===== config.mk =====
export PLATFORM = sky130hd
export DESIGN_NAME = uart_tx
export DESIGN_NICKNAME = d
export VERILOG_FILES = /design/src/design/uart_pkg.sv /design/src/design/uart_tx.sv
export SDC_FILE = /design/constraint.sdc
export NUM_CORES = 1
export LEC_CHECK = 0
export ABC_CLOCK_PERIOD_IN_PS = 2700
export BUFFER_PORTS_ARGS = -buffer_cell sky130_fd_sc_hd__buf_4
export CAP_MARGIN = 20
export CORE_MARGIN = 2
export CORE_UTILIZATION = 51
export CTS_BUF_LIST = sky130_fd_sc_hd__clkbuf_4
export CTS_CLUSTER_SIZE = 16
export DETAILED_ROUTE_END_ITERATION = 16
export PLACE_DENSITY = 0.73
export SLEW_MARGIN = 20
export SYNTH_ARGS = -nofsm -noshare
export SYNTH_HDL_FRONTEND = slang
export SYNTH_SLANG_ARGS = --single-unit

===== constraint.sdc =====
create_clock -name clock_i -period 2.7 [get_ports clock_i]
set_input_delay 0 -clock clock_i [delete_from_list [all_inputs] [get_ports clock_i]]
set_output_delay 0 -clock clock_i [all_outputs]
set_load 0.02 [all_outputs]

===== src/design/uart_pkg.sv =====
package uart_pkg;

  // ******************************
  // Host serial protocol
  // ******************************

  // One UART payload byte.
  typedef logic [7:0] byte_t;

  // Command bytes sent by the host.
  localparam byte_t CMD_WRITE_WORD = 8'h57;
  localparam byte_t CMD_WRITE_LOW  = 8'h4C;
  localparam byte_t CMD_WRITE_HIGH = 8'h55;
  localparam byte_t CMD_READ       = 8'h52;

  // Response bytes sent back to the host.
  localparam byte_t RSP_ACK = 8'h4B;
  localparam byte_t RSP_ERR = 8'h3F;

endpackage


===== src/design/uart_tx.sv =====
`timescale 1ns/100ps

module uart_tx #(
  parameter int CLKS_PER_BIT = 16
) (
  input  logic            clock_i,
  input  logic            rst_n_i,
  input  logic            tx_start_i,
  input  uart_pkg::byte_t tx_data_i,
  output logic            tx_o,
  output logic            tx_busy_o
);

  import uart_pkg::*;

  localparam int CW = $clog2(CLKS_PER_BIT);
  localparam logic [CW-1:0] FULL_BIT = CW'(CLKS_PER_BIT - 1);

  logic [CW-1:0] div_q;
  logic [3:0]    bit_q;
  logic [8:0]    shift_q;
  logic          load;
  logic          bit_end;

  assign load    = tx_start_i && !tx_busy_o;
  assign bit_end = tx_busy_o && (div_q == FULL_BIT);

  // Bit 0 is the start bit, 9 the stop bit.
  always_ff @(posedge clock_i) begin
    if (!rst_n_i) begin
      tx_o      <= 1'b1;
      tx_busy_o <= 1'b0;
      div_q     <= '0;
      bit_q     <= '0;
    end else if (load) begin
      tx_o      <= 1'b0;
      tx_busy_o <= 1'b1;
      div_q     <= '0;
      bit_q     <= '0;
    end else if (tx_busy_o) begin
      div_q <= bit_end ? '0 : div_q + 1'b1;
      if (bit_end) begin
        bit_q <= bit_q + 1'b1;
        if (bit_q == 4'd9) begin
          tx_busy_o <= 1'b0;
        end else begin
          tx_o <= shift_q[0];
        end
      end
    end
  end

  // Data bits with the stop bit above them.
  always_ff @(posedge clock_i) begin
    if (load) begin
      shift_q <= {1'b1, tx_data_i};
    end else if (bit_end) begin
      shift_q <= {1'b1, shift_q[8:1]};
    end
  end

endmodule


* After elaboration in Yosys (flattened, before gate mapping)
Index checks and enable logic that the tools add are counted.
** Operators by class
- Equality and inequality tests :: 3
- Reductions and logical operators :: 8
- $add $sub $neg :: 2
- Mux-type cells :: 11
- Bitwise gates (word level) :: 1
** Operator list (count)
- 2-to-1 mux 8 bit :: 2
- adder 4 x 1 -> 4 bit (second input constant) :: 2
- == test 4 bit (second input constant) :: 2
- 2-to-1 mux 1 bit :: 8
- 2-to-1 mux 4 bit :: 1
- nonzero test 2 bit :: 2
- AND reduction 3 bit :: 1
- logical AND 1 bit :: 2
- != test 2 bit (second input constant) :: 1
- AND reduction 2 bit :: 1
- OR reduction 2 bit :: 1
- logical NOT 1 bit :: 1
- NOT 1 bit :: 1
** Storage, ports and cells
- Flip-flop bits (word level) :: 18
- Word-level logic and storage cells :: 30
- Output and inout port bits :: 2
- Input bits :: 11

* Depth between registers and ports, before layout
- Depth in word-level cells :: 5
- Gate-level depth with buffers :: 5
- Gate-level depth less buffers :: 5

* Worst setup path after synthesis
No wires, ideal clock.
- Kind :: register -> register
- Start point :: register tx_busy_o
- End point :: register shift_q[0] (data pin)
- Path buffers :: 2
- Library setup time :: 260 ps
- Cell stages (with the launch flop) :: 5
- Path slack :: 1179 ps
- Required time :: 2440 ps
- Clock period less this slack :: 1521 ps
- Data arrival time :: 1261 ps
- Cells stage by stage :: dfxtp_1 buf_4 nand2b_1 buf_2 mux2_2
** Between the ends
- Cells in the longest elaborated chain, start to end :: 3
** Ends and longest elaborated chain
- start: declaration :: RTL line uart_tx.sv:11 : output logic tx_busy_o
- start signal: assignment :: RTL line uart_tx.sv:32 : tx_busy_o <= 1'b0;
- start signal: assignment :: RTL line uart_tx.sv:37 : tx_busy_o <= 1'b1;
- start signal: assignment :: RTL line uart_tx.sv:45 : tx_busy_o <= 1'b0;
- logical NOT 1 bit :: RTL line uart_tx.sv:25 : assign load = tx_start_i && !tx_busy_o;
- logical AND 1 bit :: RTL line uart_tx.sv:25
- 2-to-1 mux 8 bit :: RTL line uart_tx.sv:55 : if (load) begin
- end signal: assignment :: RTL line uart_tx.sv:56 : shift_q <= {1'b1, tx_data_i};
- end signal: assignment :: RTL line uart_tx.sv:58 : shift_q <= {1'b1, shift_q[8:1]};
- end: declaration :: RTL line uart_tx.sv:21 : logic [8:0] shift_q;
Every way passes these cells.
A chain may end at the register's enable or synchronous reset.

* Final worst setup path
- Start point :: register tx_busy_o
- End point :: register bit_q[1]
** Between the ends
- Cells in the longest elaborated chain, start to end :: 3
- Elaborated cells on any way between the ends :: 5
- Classes of those cells :: reduce/logical (5)
** Ends and longest elaborated chain
- logical NOT 1 bit :: RTL line uart_tx.sv:25
- logical AND 1 bit :: RTL line uart_tx.sv:25
- OR reduction 2 bit (no line)
- end signal: assignment :: RTL line uart_tx.sv:43 : bit_q <= bit_q + 1'b1;
- end: declaration :: RTL line uart_tx.sv:20 : logic [3:0] bit_q;
Several ways; a longest one is shown, not always the timed one.

==> flow_summary_export.csv <==
group,metric,value,unit
sta,timing.final.crit_share,0.6215,
floorplanning,core,0.001489,mm2
logic_synthesis,synth.distinct_cells,27,
global_routing,grt_pass1_vias,580,
clock_tree,cts.path.max_buffers,2,
logic_synthesis,syn_area_per_cell,11.83,um2
sta,tightest_slew,0.4520,ns
status,status,"finished clean",
logic_synthesis,ys_seq_area_frac,0.5474,
final_layout,layout.nets,99,
detailed_routing,vias_per_cell,5.530,
global_routing,grt_use_total,0.1623,
clock_tree,htree_levels,1,
clock_tree,cts_buffers,3,
detailed_routing,routed_wl,1281,um
sta,final_hold_viol_count,0,
pwr,power_switching,104.5,uW
detailed_routing,firstDrtPassIters,6,
pwr,p_int,393.4,uW
pwr,p_clk_frac,0.290,
detailed_routing,ant_nets,0,
placed_design,preCtsSetupSlack,1.012,ns
pwr,p_seq_frac,0.613,
sta,slew_headroom,0.6987,
job,drv_cap,0,
floorplanning,ios,13,
setup_path,crit_start,"tx_busy_o",
global_routing,grt-ovfl-total,0,
detailed_routing,dr_total_vias,553,
pwr,swShare,0.2099,
placed_design,hpwl,929.9,um
setup_path,path_max_fanout,11,
sta,tns,0,ns
floorplanning,rows,14,
min_path,hold_class,"primary input to flip-flop",
logic_synthesis,yosys_register_bits,18,
clock_tree,insertion_delay,0.28,ns
global_routing,grt_pass1_wl,2304,um
final_layout,drive_gt1_frac,0.3095,
pwr,power_frac_comb,0.097,
detailed_routing,post_drt_wl_per_cell,12.81,um
pwr,leakage,0.0003659,uW
placed_design,port_buffers,12,
sta,setup_viol,0,
final_layout,syn_to_final_growth,18.35,%
setup_path,required,2.90,ns
min_path,hold_path_startpoint,"tx_start_i",
logic_synthesis,post_synth_inst_count,68,
sta,fin_ws,1.022,ns
floorplanning,dieArea,0.001911,mm2
setup_path,critical_path_class,"flip-flop to flip-flop",
sta,fmax,595.9,MHz
setup_path,timing.rr.start,"tx_busy_o",
logic_synthesis,netlist_area,804.5,um2
detailed_routing,drc,0,
detailed_routing,drt_iter0_markers,1,
logic_synthesis,synthesis.nets,82,
clock_tree,post_cts_buffers,0,
clock_tree,cts.clk_slew.worst_paths,0.10,ns
setup_path,arrival,1.88,ns
floorplanning,initial_utilization,0.5403,
pwr,peakVddDrop,0.0003113,V
clock_tree,ctsRootBufferMaster,"clkbuf_4",
sta,rsz0062_at_grt,"no",
placed_design,gp_congestion,0.7261,
sta,slew_viol_final,0,
global_routing,grt_max_degree,12,
sta,fin_worst_skew,0.001035,ns
global_routing,antenna_found_initial,0,
floorplanning,die_x,43.72,um
floorplanning,die_h,43.72,um
clock_tree,clock_sinks,18,
pwr,powerDensity,522.9,mW/mm2
sta,min_period,1.678,ns
setup_path,cp-start-kind,"flip-flop",
clock_tree,cts_tree,"yes",
final_layout,diodes,0,
setup_path,endpoint_kind,"flip-flop",
logic_synthesis,yosysWarningCount,0,
[through the flow]
step	std cells	hold slack [ns]	util	power (uW)	instance area (um2)
CTS	100	0.0003169	0.6395	505.4	952.2
floorplan	68	0.09127	-	338.7	804.5
finish	100	0.002939	0.6395	497.9	952.2
global placement	94	0.2254	0.6059	356.3	902.1
detailed placement	94	0.2305	0.6059	358.6	902.1
global route	100	0.003780	0.6395	519.2	952.2
[synthesized netlist by cell type]
library cell  instances  area (um2)
a211oi_1              1       7.510
a21oi_1               5       25.02
a41oi_1               1       8.760
and3b_1               1       8.760
and4_2                1       10.01
buf_2                 1       5.000
buf_4                 1       7.510
dfxtp_1              10       200.2
edfxtp_1              8       240.2
ha_1                  3       37.54
inv_1                 3       11.26
mux2_2                7       78.83
mux2i_1               1       10.01
nand2_1               3       11.26
nand2b_1              2       12.51
nand3_1               2       10.01
nand3b_1              1       7.510
nand4_4               1       21.27
nor2_1                5       18.77
nor3_1                1       5.000
o211ai_1              1       7.510
o21ai_0               3       15.01
o311ai_0              1       8.760
or2_2                 1       6.260
or3_1                 2       12.51
xnor2_1               1       8.760
xor2_1                1       8.760
[layout make-up]
cell class / instances / area, um2
clock buffer: 4 / 30.03
fill: 141 / 536.8
inverter: 3 / 11.26
multi-input combinational: 45 / 340.3
sequential: 18 / 440.4
tap: 16 / 20.02
timing repair buffer: 14 / 110.1
[per-layer routing]
layer / GRT usage / routed length (um) / share of wire
met1: 0.1935 / 583 / 0.46
met3: 0.03750 / 46 / 0.036
met4: 0.07273 / 0 / 0
met5: 0 / 0 / 0
met2: 0.2765 / 652 / 0.51
[worst paths after layout]
kind	slack, ns	cells past startpoint	endpoint
max	1.02	3	bit_q[1]
min	0.003	3	tx_busy_o
min reg2reg	0.51	2	bit_q[3]
max reg2reg	1.02	3	bit_q[1]
[registers in the layout, indices dropped and copies added, names as in the netlist]
| register | count |
|---|---|
| bit_q | 4 |
| shift_q | 8 |
| tx_o | 1 |
| div_q | 4 |
| tx_busy_o | 1 |
[repair_timing]
action                                 in CTS  in global routing
hold buffers                                2                  0
gates resized for setup                     0                  0
endpoints found under the hold margin       3                  0
[power by group through the flow]
| stage | clock [uW] | sequential, uW | combinational (uW) |
|---|---|---|---|
| 2_1_floorplan | 0 | 310 | 28.3 |
| 3_3_place_gp | 0 | 311 | 45.6 |
| 3_5_place_dp | 0 | 312 | 46.9 |
| 4_1_cts | 151 | 305 | 49.3 |
| 5_1_grt | 159 | 307 | 53.5 |
| 6_report | 144 | 305 | 48.4 |
[critical path, cell delays in order, from the launching register on]
cell and delay [ns]:
dfxtp_1 0.55, nand2b_1 0.45, nand2_1 0.30, a211oi_1 0.29
[cell usage in the layout (no fill, tap or decap), types with 3 or more instances in the layout]
master and instances:
a21oi_1 5, buf_4 12, clkbuf_4 4, dfxtp_1 10, edfxtp_1 8, ha_1 3
inv_1 3, mux2_2 7, nand2_1 3, nor2_1 5, o21ai_0 3
[kinds of logic after synthesis]
group | share of synthesized area
compound gates | 0.09020
xor+xnor | 0.02178
fa+ha+maj | 0.04666
buf+inv | 0.02955
flops | 0.5474
mux | 0.1104
simple gates | 0.1540
(Power assumes the default switching activity.)
