==> src/design/uart_pkg.sv <==
package uart_pkg;

  // ******************************
  // Host serial protocol
  // ******************************

  // One UART payload byte.
  typedef logic [7:0] byte_t;

  // Command bytes sent by the host.
  localparam byte_t CMD_WRITE_WORD = 8'h57;
  localparam byte_t CMD_WRITE_LOW  = 8'h4C;
  localparam byte_t CMD_WRITE_HIGH = 8'h55;
  localparam byte_t CMD_READ       = 8'h52;

  // Response bytes sent back to the host.
  localparam byte_t RSP_ACK = 8'h4B;
  localparam byte_t RSP_ERR = 8'h3F;

endpackage

==> src/design/uart_rx.sv <==
`timescale 1ns/100ps

module uart_rx #(
  parameter int CLKS_PER_BIT = 16
) (
  input  logic            clock_i,
  input  logic            rst_n_i,
  input  logic            rx_i,
  output logic            rx_valid_o,
  output uart_pkg::byte_t rx_data_o
);

  import uart_pkg::*;

  localparam int CW = $clog2(CLKS_PER_BIT);
  localparam logic [CW-1:0] HALF_BIT = CW'(CLKS_PER_BIT / 2 - 1);
  localparam logic [CW-1:0] FULL_BIT = CW'(CLKS_PER_BIT - 1);

  typedef enum logic [1:0] {RX_IDLE, RX_START, RX_DATA, RX_STOP} rx_state_t;

  rx_state_t     state_q;
  logic          rx_meta_q;
  logic          rx_sync_q;
  logic [CW-1:0] div_q;
  logic [2:0]    bit_q;
  byte_t         shift_q;
  logic          sample;

  // Data bits are taken one full bit after the mid-bit start check.
  assign sample = (state_q == RX_DATA) && (div_q == FULL_BIT);

  always_ff @(posedge clock_i) begin
    if (!rst_n_i) begin
      rx_meta_q  <= 1'b1;
      rx_sync_q  <= 1'b1;
      state_q    <= RX_IDLE;
      div_q      <= '0;
      bit_q      <= '0;
      rx_valid_o <= 1'b0;
    end else begin
      rx_meta_q  <= rx_i;
      rx_sync_q  <= rx_meta_q;
      rx_valid_o <= 1'b0;
      div_q      <= div_q + 1'b1;
      case (state_q)
        RX_IDLE: begin
          div_q <= '0;
          if (!rx_sync_q) begin
            state_q <= RX_START;
          end
        end
        RX_START: begin
          if (div_q == HALF_BIT) begin
            // A short low pulse is a glitch, not a start bit.
            div_q   <= '0;
            bit_q   <= '0;
            state_q <= rx_sync_q ? RX_IDLE : RX_DATA;
          end
        end
        RX_DATA: begin
          if (sample) begin
            div_q <= '0;
            bit_q <= bit_q + 1'b1;
            if (bit_q == 3'd7) begin
              state_q <= RX_STOP;
            end
          end
        end
        default: begin
          if (div_q == FULL_BIT) begin
            state_q    <= RX_IDLE;
            rx_valid_o <= rx_sync_q;
          end
        end
      endcase
    end
  end

  // LSB first, so new bits enter at the top.
  always_ff @(posedge clock_i) begin
    if (sample) begin
      shift_q <= {rx_sync_q, shift_q[7:1]};
    end
  end

  assign rx_data_o = shift_q;

endmodule

==> config.mk <==
export PLATFORM = sky130hd
export DESIGN_NAME = uart_rx
export DESIGN_NICKNAME = d
export VERILOG_FILES = /design/src/design/uart_pkg.sv /design/src/design/uart_rx.sv
export SDC_FILE = /design/constraint.sdc
export NUM_CORES = 1
export LEC_CHECK = 0
export BUFFER_PORTS_ARGS = -buffer_cell sky130_fd_sc_hd__buf_2
export CORE_MARGIN = 5
export CORE_UTILIZATION = 52
export CTS_BUF_LIST = sky130_fd_sc_hd__clkbuf_2 sky130_fd_sc_hd__clkbuf_4 sky130_fd_sc_hd__clkbuf_8
export CTS_CLUSTER_SIZE = 8
export DETAILED_ROUTE_END_ITERATION = 16
export PLACE_DENSITY = 0.79
export SETUP_SLACK_MARGIN = 0.15
export SYNTH_ARGS = -nofsm -noshare
export SYNTH_HDL_FRONTEND = slang
export SYNTH_SLANG_ARGS = --single-unit
==> constraint.sdc <==
create_clock -name clock_i -period 1.55 [get_ports clock_i]
set_clock_uncertainty 0.05 [all_clocks]
set_input_delay 0.31 -clock clock_i [delete_from_list [all_inputs] [get_ports clock_i]]
set_output_delay 0.31 -clock clock_i [all_outputs]
set_load 0.1 [all_outputs]
# ---- Word level (Yosys, flattened, before mapping)
# Cells that the tools add are included.
dict set report word_totals {
  regBits 20
  inputBits 3
  elab_cells 40
  output_inout_bits 9
}
dict set report op_classes {
  reduce_logical 7
  mux 13
  addsub 2
  n_bitwise 2
  n_eq_ne 9
}
# operator count
set op_table {}
lappend op_table {{2-bit two-way mux} 6}
lappend op_table {{4-bit case mux with 3 select lines} 1}
lappend op_table {{4-bit two-way mux} 2}
lappend op_table {{3-bit two-way mux} 2}
lappend op_table {{2-bit inequality test (second input constant)} 3}
lappend op_table {{2-bit case mux with 3 select lines} 1}
lappend op_table {{3-bit case mux with 2 select lines} 1}
lappend op_table {{5-bit AND reduction} 1}
lappend op_table {{5-bit OR reduction} 1}
lappend op_table {{4-bit by 1-bit adder with 4-bit output (second input constant)} 1}
lappend op_table {{4-bit by 3-bit == test with 1-bit output (second input constant)} 1}
lappend op_table {{4-bit == test (second input constant)} 1}
lappend op_table {{4-bit nonzero test} 1}
lappend op_table {{3-bit by 1-bit adder with 3-bit output (second input constant)} 1}
lappend op_table {{3-bit == test (second input constant)} 1}
lappend op_table {{3-bit AND reduction} 1}
lappend op_table {{2-bit by 1-bit == test with 1-bit output (second input constant)} 1}
lappend op_table {{2-bit == test (second input constant)} 1}
lappend op_table {{2-bit logical NOT} 1}
lappend op_table {{2-bit by 1-bit inequality test with 1-bit output (second input constant)} 1}
lappend op_table {{1-bit NOT} 2}
lappend op_table {{2-bit nonzero test} 1}
lappend op_table {{1-bit logical AND} 1}

# ---- Longest topological paths before layout
dict set report depth {
  word_depth 4
  mapped_depth 6
  ltp_nobuf 6
}

# ---- Worst setup path before layout
# Ideal clock, no wire load.
dict set report synth_timing {
  kind {reg-to-reg}
  start {register state_q[0]}
  end {register shift_q[0], in the netlist rx_data_o[0], enable pin}
  arrival_ps 1092
  period_less_slack_ps 1512
  stages_incl_launch_ff 5
  setup_ps 370
  path_buffers 0
  t_required_ps 1130
  slack_ps 38
  cell_sequence {dfxtp_1 > inv_1 > ha_1 > inv_1 > nor2_1}
}
dict set report synth_via {
  elab_chain_len 2
}
# item line_no
set synth_rtl {}
lappend synth_rtl {{from (decl)} uart_rx.sv:21} ;# rx_state_t state_q;
lappend synth_rtl {{from (signal assigned)} uart_rx.sv:57} ;# state_q <= rx_sync_q ? RX_IDLE : RX_DATA;
lappend synth_rtl {{2-bit == test} uart_rx.sv:30} ;# assign sample = (state_q == RX_DATA) && (div_q == FULL_BIT);
lappend synth_rtl {{1-bit logical AND} uart_rx.sv:30}
lappend synth_rtl {{via sample} uart_rx.sv:27} ;# logic sample;
lappend synth_rtl {{to (signal assigned)} uart_rx.sv:82} ;# shift_q <= {rx_sync_q, shift_q[7:1]};
lappend synth_rtl {{to (decl)} uart_rx.sv:26} ;# byte_t shift_q;
# The timed path passes the listed nets, and every way through them passes these cells.
# A chain may end at the register's enable or synchronous reset.

# ---- Worst setup path in the final report
dict set report layout_timing {
  start {register state_q[0]}
  end {register state_q[1]}
}
dict set report layout_via {
  elab_chain_len 4
  elab_cells_between_ends 11
  cone_classes {eq/ne: 6; mux: 1; reduce/logical: 4}
}
# item line_no
set layout_rtl {}
lappend layout_rtl {{2-bit == test} {uart_rx.sv:30, uart_rx.sv:45}}
lappend layout_rtl {{1-bit logical AND} uart_rx.sv:30}
lappend layout_rtl {{2-bit inequality test (no source line)} --}
lappend layout_rtl {{5-bit AND reduction (no source line)} --}
# Parallel ways exist; a longest one is shown, timed or not.

==> impl_metrics.env <==
export IMPL_crit_slowest_cell="dfxtp_4"
export IMPL_ff_latch_area_um2=493.0
export IMPL_setup_worst_path_start_class="register"
export IMPL_wl_mm=2.161
export IMPL_switching_share_pct=29.98
export IMPL_setup_viol=0
export IMPL_drt_iter0_markers=15
export IMPL_grt_pass1_vias=649
export IMPL_core_area_um2=1559
export IMPL_cap_violations=0
export IMPL_worstPathCellList="inv_4, ha_4, nand4bb_4, o211ai_4, a41oi_2, o21bai_1"
export IMPL_holdWs_ns=0.1387
export IMPL_io_buffers=11
export IMPL_p_comb_share_pct=30.9
export IMPL_grt_util_all_layers_pct=17.56
export IMPL_dp_hpwl_mm=1.226
export IMPL_hold_viol=0
export IMPL_cts_buffer_depth=2
export IMPL_numCtsBuffers=3
export IMPL_synthArstFlopShare_pct=0
export IMPL_syn_to_final_growth_pct=37.98
export IMPL_reg2reg_from="state_q[0]"
export IMPL_max_stage_delay_ns=0.41
export IMPL_p_int_mw=1.061
export IMPL_antenna_found_initial=0
export IMPL_cts_sinks=20
export IMPL_via_per_inst=5.991
export IMPL_p_sw_mw=0.4541
export IMPL_yosysSeqAreaShare_pct=54.62
export IMPL_place_gp_congestion=0.7592
export IMPL_die_width_um=51.13
export IMPL_yosysTopAreaCellShare_pct=27.31
export IMPL_postSynthCellCount=79
export IMPL_clock_latency_ns=0.30
export IMPL_die_area_um2=2614
export IMPL_ys_flop_type="dfxtp_1"
export IMPL_stdcell_count=114
export IMPL_dp_cells=105
export IMPL_mappedNetlistArea_um2=879.6
export IMPL_status="finished, final reports clean"
export IMPL_grt_first_pass_wirelength_mm=3.305
export IMPL_hold_path_class="input port to register"
export IMPL_drive_gt1_share_pct=44.90
export IMPL_num_vias=683
export IMPL_multi_input_area_um2=483.0
export IMPL_cts_tree="built"
export IMPL_antenna_left=0
export IMPL_yosysMostFrequentCell="dfxtp_1"
export IMPL_slew_viol_final=0
export IMPL_yosysUniqueCellTypes=30
export IMPL_power_mw=1.515
export IMPL_ir_drop_uv=793.9
export IMPL_crit_arrival_ns=1.64
export IMPL_ys_seq_elements=20
export IMPL_max_freq_ghz=0.6735
export IMPL_synth_area_leaders="dfxtp_1 (27%), edfxtp_1 (27%), ha_1 (10%)"
export IMPL_route_detailed_drc=0
export IMPL_wl_per_cell_um=18.96
export IMPL_hp_start="rx_i"
export IMPL_reg2reg_slack_ns=0.07
export IMPL_critPathKind="register to register"
export IMPL_htree_levels=1
export IMPL_synth_edf_count=8
export IMPL_avgSynthCellArea_um2=11.13
export IMPL_rsz0062_at_grt="yes"
export IMPL_initial_core_util_pct=56.42
export IMPL_worst_slew_pin_slew_ns=0.2976
export IMPL_cp_startpoint="state_q[0]"
export IMPL_worstPathRequired_ns=1.71
export IMPL_synth_top_area_cell="dfxtp_1"
export IMPL_root_buffer="clkbuf_4"
export IMPL_final_util_pct=77.85
export IMPL_die_y_um=51.13
export IMPL_grt_max_degree=13
export IMPL_critPathCaptureType="register"
export IMPL_fin_nets=109
export IMPL_n_fill_cell=92
export IMPL_synth_nets=89
export IMPL_p_leak_nw=0.4518
export IMPL_min_period_over_period_pct=95.79
export IMPL_clk_pin_slew_ns=0.12
export IMPL_rows=14
export IMPL_p_seq_share_pct=40.9
export IMPL_ios=12
export IMPL_crit_fanout=6
export IMPL_yosys_warnings=0
export IMPL_num_antenna_cells=0
export IMPL_drt_pass1_iterations=4
export IMPL_clkPwrFrac_pct=28.2
export IMPL_powerDensity_nw_per_um2=1248
export IMPL_slew_headroom_pct=80.13
export IMPL_post_route_min_period_ns=1.485
export IMPL_grt_overflow_total=0
export IMPL_netlist_top_cells_count="dfxtp_1 (12), inv_1 (11), edfxtp_1 (8)"
-- cells by family after synthesis --
kind of cell | after synthesis | synth area share (%)
simple gates | 25 | 16.36
buf+inv | 12 | 5.121
compound gates | 12 | 10.67
fa+ha+maj | 7 | 9.957
flops | 20 | 54.62
mux | 2 | 2.276
xor+xnor | 1 | 0.9959
-- power groups by stage --
| stage | Sequential, mW | Clock, mW | Combinational (mW) |
|---|---|---|---|
| detailed placement | 0.620 | 0 | 0.262 |
| floorplan | 0.613 | 0 | 0.215 |
| CTS | 0.615 | 0.428 | 0.405 |
| finish | 0.620 | 0.426 | 0.468 |
| global placement | 0.618 | 0 | 0.252 |
| global route | 0.626 | 0.454 | 0.505 |
-- final cells by class --
cell class | instances | share of cell area, %
timing repair buffer | 16 | 9.794
clock inverter | 1 | 2.474
sequential | 20 | 40.62
clock buffer | 3 | 1.856
tap | 16 | 1.649
inverter | 11 | 3.814
multi-input combinational | 47 | 39.79
-- what timing repair did --
action,4_1_cts,5_1_grt
hold buffers,0,0
endpoints found under the setup margin,25,17
buffers inserted,4,1
resized for setup,27,8
pin swaps,9,4
-- critical path: cells and delay by family, from the launching register on --
| kind | cells | cell delay, ns |
|---|---|---|
| AND/OR/NAND/NOR | 1 | 0.23 |
| buffers and inverters | 1 | 0.05 |
| AO/OA/AOI/OAI | 3 | 0.48 |
| flip-flops | 1 | 0.41 |
| adder cells (fa/ha/maj) | 1 | 0.18 |
-- path summary, 6_finish.rpt --
kind	end	cells past startpoint
max	state_q[1]	6
max reg2reg	state_q[1]	6
min	rx_meta_q	2
min reg2reg	rx_sync_q	1
-- cells in the final DEF (no fill, tap or decap), drive strengths merged --
cell type and instances:
nor2 6, xor2 1, nor4 1, nand2b 3, o21bai 1, a41oi 1, dfxtp 12, ha 7
nand4 1, nand4bb 1, mux2i 2, a2bb2oi 1, inv 11, and2 1, and3b 1, clkbuf 3
a21bo 1, nand2 4, o2111a 1, a21oi 1, or2 2, nor3 1, o21ai 2, edfxtp 8
nand3 4, bufinv 1, buf 16, o211ai 2, o22ai 2
-- state kept, by name, indices dropped and copies added, names as in the netlist --
register,count
bit_q,3
div_q,4
rx_data_o,8
rx_meta_q,1
rx_sync_q,1
rx_valid_o,1
state_q,2
-- metrics by stage --
stage                TNS (ns)  setup slack [ns]  instance area (µm²)
floorplan                   0            0.1524                902.1
global placement            0           0.07300                973.4
detailed placement  -0.006693         -0.006693                973.4
CTS                         0           0.09130                 1171
global route                0          0.002243                 1214
finish                      0           0.06529                 1214
-- per-layer routing --
layer	global-route usage, %	wire length [µm]
met1	22.26	831
met2	28.76	1117
met3	2.616	131
met4	9.417	80
met5	0	0
Note: power is estimated with default switching activity, not from simulation.
