File: src/design/uart_pkg.sv
package uart_pkg;

  // ******************************
  // Host serial protocol
  // ******************************

  // One UART payload byte.
  typedef logic [7:0] byte_t;

  // Command bytes sent by the host.
  localparam byte_t CMD_WRITE_WORD = 8'h57;
  localparam byte_t CMD_WRITE_LOW  = 8'h4C;
  localparam byte_t CMD_WRITE_HIGH = 8'h55;
  localparam byte_t CMD_READ       = 8'h52;

  // Response bytes sent back to the host.
  localparam byte_t RSP_ACK = 8'h4B;
  localparam byte_t RSP_ERR = 8'h3F;

endpackage

File: src/design/mem_pkg.sv
package mem_pkg;

  // ******************************
  // Asynchronous SRAM bus geometry
  // ******************************

  // Word address width of the bus.
  localparam int SRAM_AW = 18;

  // Data width of the bus, two byte lanes.
  localparam int SRAM_DW = 16;

  // Word address on the bus.
  typedef logic [SRAM_AW-1:0] sram_addr_t;

  // Data word on the bus, upper lane in the top byte.
  typedef logic [SRAM_DW-1:0] sram_data_t;

endpackage
File: src/design/cmd_engine.sv
`timescale 1ns/100ps

module cmd_engine (
  input  logic                clock_i,
  input  logic                rst_n_i,
  input  logic                rx_valid_i,
  input  uart_pkg::byte_t     rx_data_i,
  input  logic                tx_busy_i,
  input  mem_pkg::sram_data_t sram_dq_i,
  output logic                tx_start_o,
  output uart_pkg::byte_t     tx_data_o,
  output logic                sram_ce_n_o,
  output logic                sram_we_n_o,
  output logic                sram_oe_n_o,
  output logic                sram_ub_n_o,
  output logic                sram_lb_n_o,
  output mem_pkg::sram_addr_t sram_addr_o,
  output mem_pkg::sram_data_t sram_dq_o
);

  import uart_pkg::*;
  import mem_pkg::*;

  typedef enum logic [2:0] {
    S_CMD, S_ADDR, S_DATA, S_WRITE, S_READ1, S_READ2, S_RESP
  } state_t;

  state_t     state_q;
  logic [1:0] cnt_q;
  logic [1:0] rsp_cnt_q;
  byte_t      cmd_q;
  sram_addr_t addr_q;
  sram_data_t data_q;
  sram_data_t rsp_q;
  logic       cmd_known;
  logic       is_read;
  logic       tx_send;
  logic       bus_active;

  assign cmd_known = rx_data_i inside {CMD_WRITE_WORD, CMD_WRITE_LOW, CMD_WRITE_HIGH, CMD_READ};
  assign is_read   = (cmd_q == CMD_READ);

  // Start waits one cycle after a pulse because busy rises late.
  assign tx_send = (state_q == S_RESP) && !tx_busy_i && !tx_start_o && (rsp_cnt_q != 2'd0);

  // ******************************
  // Command FSM
  // ******************************

  always_ff @(posedge clock_i) begin
    if (!rst_n_i) begin
      state_q    <= S_CMD;
      cnt_q      <= '0;
      rsp_cnt_q  <= '0;
      tx_start_o <= 1'b0;
    end else begin
      tx_start_o <= tx_send;
      case (state_q)
        S_CMD: begin
          cnt_q <= '0;
          if (rx_valid_i) begin
            if (cmd_known) begin
              state_q <= S_ADDR;
            end else begin
              rsp_cnt_q <= 2'd1;
              state_q   <= S_RESP;
            end
          end
        end
        S_ADDR: begin
          if (rx_valid_i) begin
            cnt_q <= (cnt_q == 2'd2) ? 2'd0 : cnt_q + 1'b1;
            if (cnt_q == 2'd2) begin
              state_q <= is_read ? S_READ1 : S_DATA;
            end
          end
        end
        S_DATA: begin
          if (rx_valid_i) begin
            cnt_q <= cnt_q + 1'b1;
            if (cnt_q == 2'd1) begin
              state_q <= S_WRITE;
            end
          end
        end
        S_WRITE: begin
          rsp_cnt_q <= 2'd1;
          state_q   <= S_RESP;
        end
        S_READ1: state_q <= S_READ2;
        S_READ2: begin
          rsp_cnt_q <= 2'd2;
          state_q   <= S_RESP;
        end
        default: begin
          if (tx_send) begin
            rsp_cnt_q <= rsp_cnt_q - 1'b1;
          end else if (rsp_cnt_q == 2'd0 && !tx_busy_i && !tx_start_o) begin
            state_q <= S_CMD;
          end
        end
      endcase
    end
  end

  always_ff @(posedge clock_i) begin
    if (state_q == S_CMD && rx_valid_i) begin
      cmd_q <= rx_data_i;
      rsp_q <= {RSP_ERR, 8'h00};
    end
    if (state_q == S_ADDR && rx_valid_i) begin
      addr_q <= {addr_q[SRAM_AW-9:0], rx_data_i};
    end
    if (state_q == S_DATA && rx_valid_i) begin
      data_q <= {data_q[SRAM_DW-9:0], rx_data_i};
    end
    if (state_q == S_WRITE) begin
      rsp_q <= {RSP_ACK, 8'h00};
    end
    // Read data is sampled on the second bus cycle.
    if (state_q == S_READ2) begin
      rsp_q <= sram_dq_i;
    end
    if (tx_send) begin
      tx_data_o <= rsp_q[SRAM_DW-1:SRAM_DW-8];
      rsp_q     <= {rsp_q[SRAM_DW-9:0], 8'h00};
    end
  end

  // ******************************
  // SRAM bus
  // ******************************

  assign bus_active  = (state_q == S_WRITE) || (state_q == S_READ1) || (state_q == S_READ2);
  assign sram_ce_n_o = !bus_active;
  assign sram_we_n_o = (state_q != S_WRITE);
  assign sram_oe_n_o = !((state_q == S_READ1) || (state_q == S_READ2));
  assign sram_ub_n_o = !bus_active || (cmd_q == CMD_WRITE_LOW);
  assign sram_lb_n_o = !bus_active || (cmd_q == CMD_WRITE_HIGH);
  assign sram_addr_o = addr_q;
  assign sram_dq_o   = data_q;

endmodule

File: config.mk
export PLATFORM = sky130hd
export DESIGN_NAME = cmd_engine
export DESIGN_NICKNAME = d
export VERILOG_FILES = /design/src/design/uart_pkg.sv /design/src/design/mem_pkg.sv /design/src/design/cmd_engine.sv
export SDC_FILE = /design/constraint.sdc
export NUM_CORES = 1
export LEC_CHECK = 0
export BUFFER_PORTS_ARGS = -buffer_cell sky130_fd_sc_hd__buf_4
export CORE_MARGIN = 2
export CORE_UTILIZATION = 40
export CTS_CLUSTER_DIAMETER = 150
export DETAILED_ROUTE_END_ITERATION = 7
export RECOVER_POWER = 100
export SLEW_MARGIN = 20
export SYNTH_ARGS = -nofsm -noshare
export SYNTH_HDL_FRONTEND = slang
export SYNTH_SLANG_ARGS = --single-unit
File: constraint.sdc
create_clock -name clock_i -period 2.3 [get_ports clock_i]
set_clock_uncertainty 0.05 [all_clocks]
set_input_delay 0.115 -clock clock_i [delete_from_list [all_inputs] [get_ports clock_i]]
set_output_delay 0.115 -clock clock_i [all_outputs]
set_load 0.005 [all_outputs]
Yosys cells after proc, flatten, opt, wreduce, memory -nomap -nowiden:

Index checks and enable logic that the tools add are counted.

* output and inout bits: 48
* bits in writable memories: 0
* bits in registers: 74
* input port bits: 28
* word-level logic and storage cells: 89
* bits in read-only memories: 0
* bits in latches: 0
* memories kept: 0

* multiply operators: 0
* muxes and demuxes: 22
* reductions and logical operators: 31
* bitwise logic cells: 1
* $add $sub $neg: 2
* equality and inequality tests: 23
* magnitude comparators: 0
* shift-type cells: 0
* divide/modulo/power cells: 0

Operator list (number)
* two-way mux 16 bit: 4
* equality test 8 x 7 -> 1 bit, second input constant: 7
* two-way mux 3 bit: 9
* case mux 3 bit (5 select lines): 1
* two-way mux 2 bit: 6
* inequality test 2 bit, second input constant: 6
* nonzero test 4 bit: 3
* equality test 3 bit, second input constant: 3
* logical AND 1 bit: 8
* case mux 2 bit (4 select lines): 1
* AND reduction 7 bit: 1
* equality test 3 x 2 -> 1 bit, second input constant: 2
* inequality test 6 x 2 -> 1 bit, second input constant: 1
* case mux 2 bit (3 select lines): 1
* nonzero test 3 bit: 2
* nonzero test 6 bit: 1
* logical OR 1 bit: 5
* logical NOT 1 bit: 4
* AND reduction 4 bit: 1
* equality test 3 x 1 -> 1 bit, second input constant: 1
* logical NOT 3 bit: 1
* inequality test 3 x 2 -> 1 bit, second input constant: 1
* AND reduction 3 bit: 1
* OR reduction 3 bit: 1
* other kinds (8): 8

Longest topological paths before layout:

* depth in word-level cells: 6
* depth in mapped cells: 8
* gate-level depth less buffers: 7

Least setup slack after synthesis:

OpenSTA, ideal clock, no wires.

* path type: flip-flop to flip-flop
* start: reg rsp_cnt_q[0]
* end: reg rsp_q[10], enable pin
* required time: 1.926 ns
* path slack: 0.259 ns
* period minus slack after synthesis: 2.041 ns
* path buffers: 1
* arrival time: 1.667 ns
* setup time: 0.324 ns
* stages on the path, launching flop included: 8
* cells stage by stage: dfxtp_1 inv_1 ha_1 or4b_1 o211ai_1 o21ai_1 buf_2 inv_1

* longest elaborated chain between the ends: 3

Ends and longest elaborated chain
* start: declaration: line cmd_engine.sv:30 `logic [1:0] rsp_cnt_q;`
* start signal: assignment: line cmd_engine.sv:97 `rsp_cnt_q <= rsp_cnt_q - 1'b1;`
* nonzero test 2 bit: line cmd_engine.sv:44 `assign tx_send = (state_q == S_RESP) && !tx_busy_i && !tx_start_o && (rsp_cnt_q != 2'd0);`
* logical AND 1 bit: line cmd_engine.sv:44
* nonzero test 4 bit (no line)
* end signal: assignment: line cmd_engine.sv:109 `rsp_q <= {RSP_ERR, 8'h00};`
* end signal: assignment: line cmd_engine.sv:118 `rsp_q <= {RSP_ACK, 8'h00};`
* end signal: assignment: line cmd_engine.sv:122 `rsp_q <= sram_dq_i;`
* end: declaration: line cmd_engine.sv:34 `sram_data_t rsp_q;`

Every way passes these cells.
A chain may end at the register's enable or synchronous reset.

Worst setup path after layout:

* start: reg rsp_cnt_q[0]
* end: reg rsp_cnt_q[1]

* longest elaborated chain between the ends: 4
* elaborated cells between the ends (all ways): 7
* classes of those cells: add/sub: 1; mux: 2; reduce/logical: 4

Ends and longest elaborated chain
* parallel branches: the longest is 4 deep, another holds subtractor 2 x 1 -> 2 bit

Parallel ways; which one is timed is not known. The select of a mux whose other input is x is not followed.

==> results.toml <==
[sta]
setup_viol = 0
fmaxAchievable_ghz = 0.465
rsz0062_at_grt = "false"
slew_viol_final = 0
hold_viol = 0
tns_ps = 0
holdWs_ps = 24.7
layout_setup_ws_ps = 148
tightest_slew_ps = 667
period_share_pct = 93.6
finalCriticalPeriod_ps = 2150
relSlewSlack_pct = 55.1

[clock_network]
postCtsSetupRepairBufs = 0
cts_buffers = 9
clk_latency_ps = 340
clk_pin_slew_ps = 80
cts-htree-levels = 3
clk_path_buf_depth = 2
cts.sinks = 74
root_buffer = "clkbuf_8"
tritoncts = "done"

[route]
viasPerCell = 4.92
wl_per_cell_um = 15.1
drt-pass1-iter-count = 4
vias = 1996
antenna_left = 0
drtIter0Drc = 78
routed_wl_mm = 6.12
drc_errors = 0

[yosys]
syn_area_um2 = 2860
synth_top_area_share_pct = 61.0
synth_nets = 231
synth.largest_area_cell = "edfxtp_1"
ys_ff_latch = 74
yosys-top-cells-count = "edfxtp_1 (58), dfxtp_1 (16), a21oi_1 (14)"
synth.avg_cell_area_um2 = 14.4
synth-edff-count = 58
synth.distinct_cells = 43
yosysSeqAreaShare_pct = 72.2
syn_inst = 198
synth.most_common_cell = "edfxtp_1"
yosys_warnings = 0
synth-async-reset-ratio_pct = 0
synth.area.top_cells = "edfxtp_1 (61%), dfxtp_1 (11%), a22o_1 (3.1%)"
yosys_most_used_dff = "edfxtp_1"

[power]
p_leak_uw = 0.00144
p_per_area_nw_per_um2 = 984
ir_drop_v = 0.000480

[outcome]
status = "finished, final reports clean"

[final_layout]
multi_input_area_um2 = 728
antenna_cells = 0
area_growth_pct = 36.8
final_nets = 338
fillers = 581
final_area_um2 = 3910
seq_area_um2 = 2060
final_layout_size_suffix_gt1_share_pct = 30.6

[floorplanning]
core_um2 = 6870
die_y_um = 88.5
start_util_pct = 41.6
ios = 76
dieArea_um2 = 7830
placementRows = 30
die_w_um = 88.5

[grt]
antenna_found_initial = 0
grt_max_degree = 19
grt_pass1_wl_mm = 9.74
grt_usage_pct = 16.9
grt_pass1_vias = 1983
grt-ovfl-total = 0

[worst_setup_path]
crit_fanout = 6
critPathLaunchType = "flop"
cp.arrival_ps = 2380
cp.required_ps = 2530
r2r_slack_ps = 150
worst_setup_path_end_kind = "flop"
crit_type = "flop to flop"

[min_path]
hold_path_class = "input pin to flop"

[place]
dpl_worst_slack_ps = 149
dpl-instance-area_um2 = 3590
numPortBuffers = 75
gp_congestion = 0.807
hpwl_mm = 4.24

[run]
maxCapViolCount = 0
==> flip-flops by register name (all words and copies together) (netlist names) <==
name,cells
state_q,3
rsp_cnt_q,2
tx_data_o,8
rsp_q,16
sram_addr_o,18
cnt_q,2
cmd_q,8
sram_dq_o,16
tx_start_o,1
==> per-stage QoR <==
stage	cells	total power, uW	utilization, %
after detailed placement	373	2910	52.3
final	406	3840	56.9
after global placement	373	2890	52.3
after CTS	406	3900	57.6
after floorplan	198	2450	-
after global routing	406	4090	56.9
==> per-layer routing <==
metal / track usage, % / vias to the layer above / share of wire [%]
met3: 4.76 / 11 / 3.5
met5: 0 / - / 0
met2: 25.6 / 56 / 49
met1: 22.6 / 956 / 45
li1: - / 973 / -
met4: 7.99 / 0 / 2.2
==> area by class of cell <==
class	count	area share, %
multi-input combinational	105	18.6
timing repair buffer	104	19.5
inverter	11	1.06
clock inverter	7	1.76
clock buffer	9	3.17
sequential	74	52.8
tap	96	3.07
==> layout by cell type, fill, tap and decap left out, drive strengths merged, types with 8 or more instances in the layout <==
cell,Yosys,routed
inv,10,11
nor2,11,11
buf,2,27
a21oi,14,14
o21ai,12,12
nand2,8,8
clkbuf,6,69
dfxtp,16,16
a22o,10,10
dlygate4sd3,0,17
edfxtp,58,58
==> where the power goes <==
part / total [uW] / switching, uW / internal (uW)
clock network: 968 / 470 / 499
registers: 1800 / 95.5 / 1710
logic: 1070 / 600 / 472
==> kinds of logic after synthesis <==
| family | synth area share, % |
|---|---|
| flops | 72.2 |
| buf+inv | 2.72 |
| compound gates | 14.7 |
| simple gates | 7.80 |
| fa+ha+maj | 2.19 |
| mux | 0.351 |
==> final timing paths <==
check                 endpoint  cells past startpoint     startpoint
hold / removal       rsp_q[15]                      2  sram_dq_i[15]
setup / recovery  rsp_cnt_q[1]                      8   rsp_cnt_q[0]
setup reg to reg  rsp_cnt_q[1]                      8   rsp_cnt_q[0]
hold reg to reg   tx_data_o[7]                      0      rsp_q[15]
==> critical path, cell delays in order, from the launching register on <==
cell	delay (ps)
dfxtp_1	340
inv_1	80
ha_2	200
or4b_4	470
o211ai_1	250
o21ai_2	130
buf_4	170
o21ba_1	220
mux2i_1	170
==> what timing repair did <==
item	in CTS	in global routing
setup endpoints to repair	0	7
hold buffers	17	0
resized for setup	0	3
hold endpoints to repair	33	0
No activity file was read; power rests on OpenSTA's default activity.
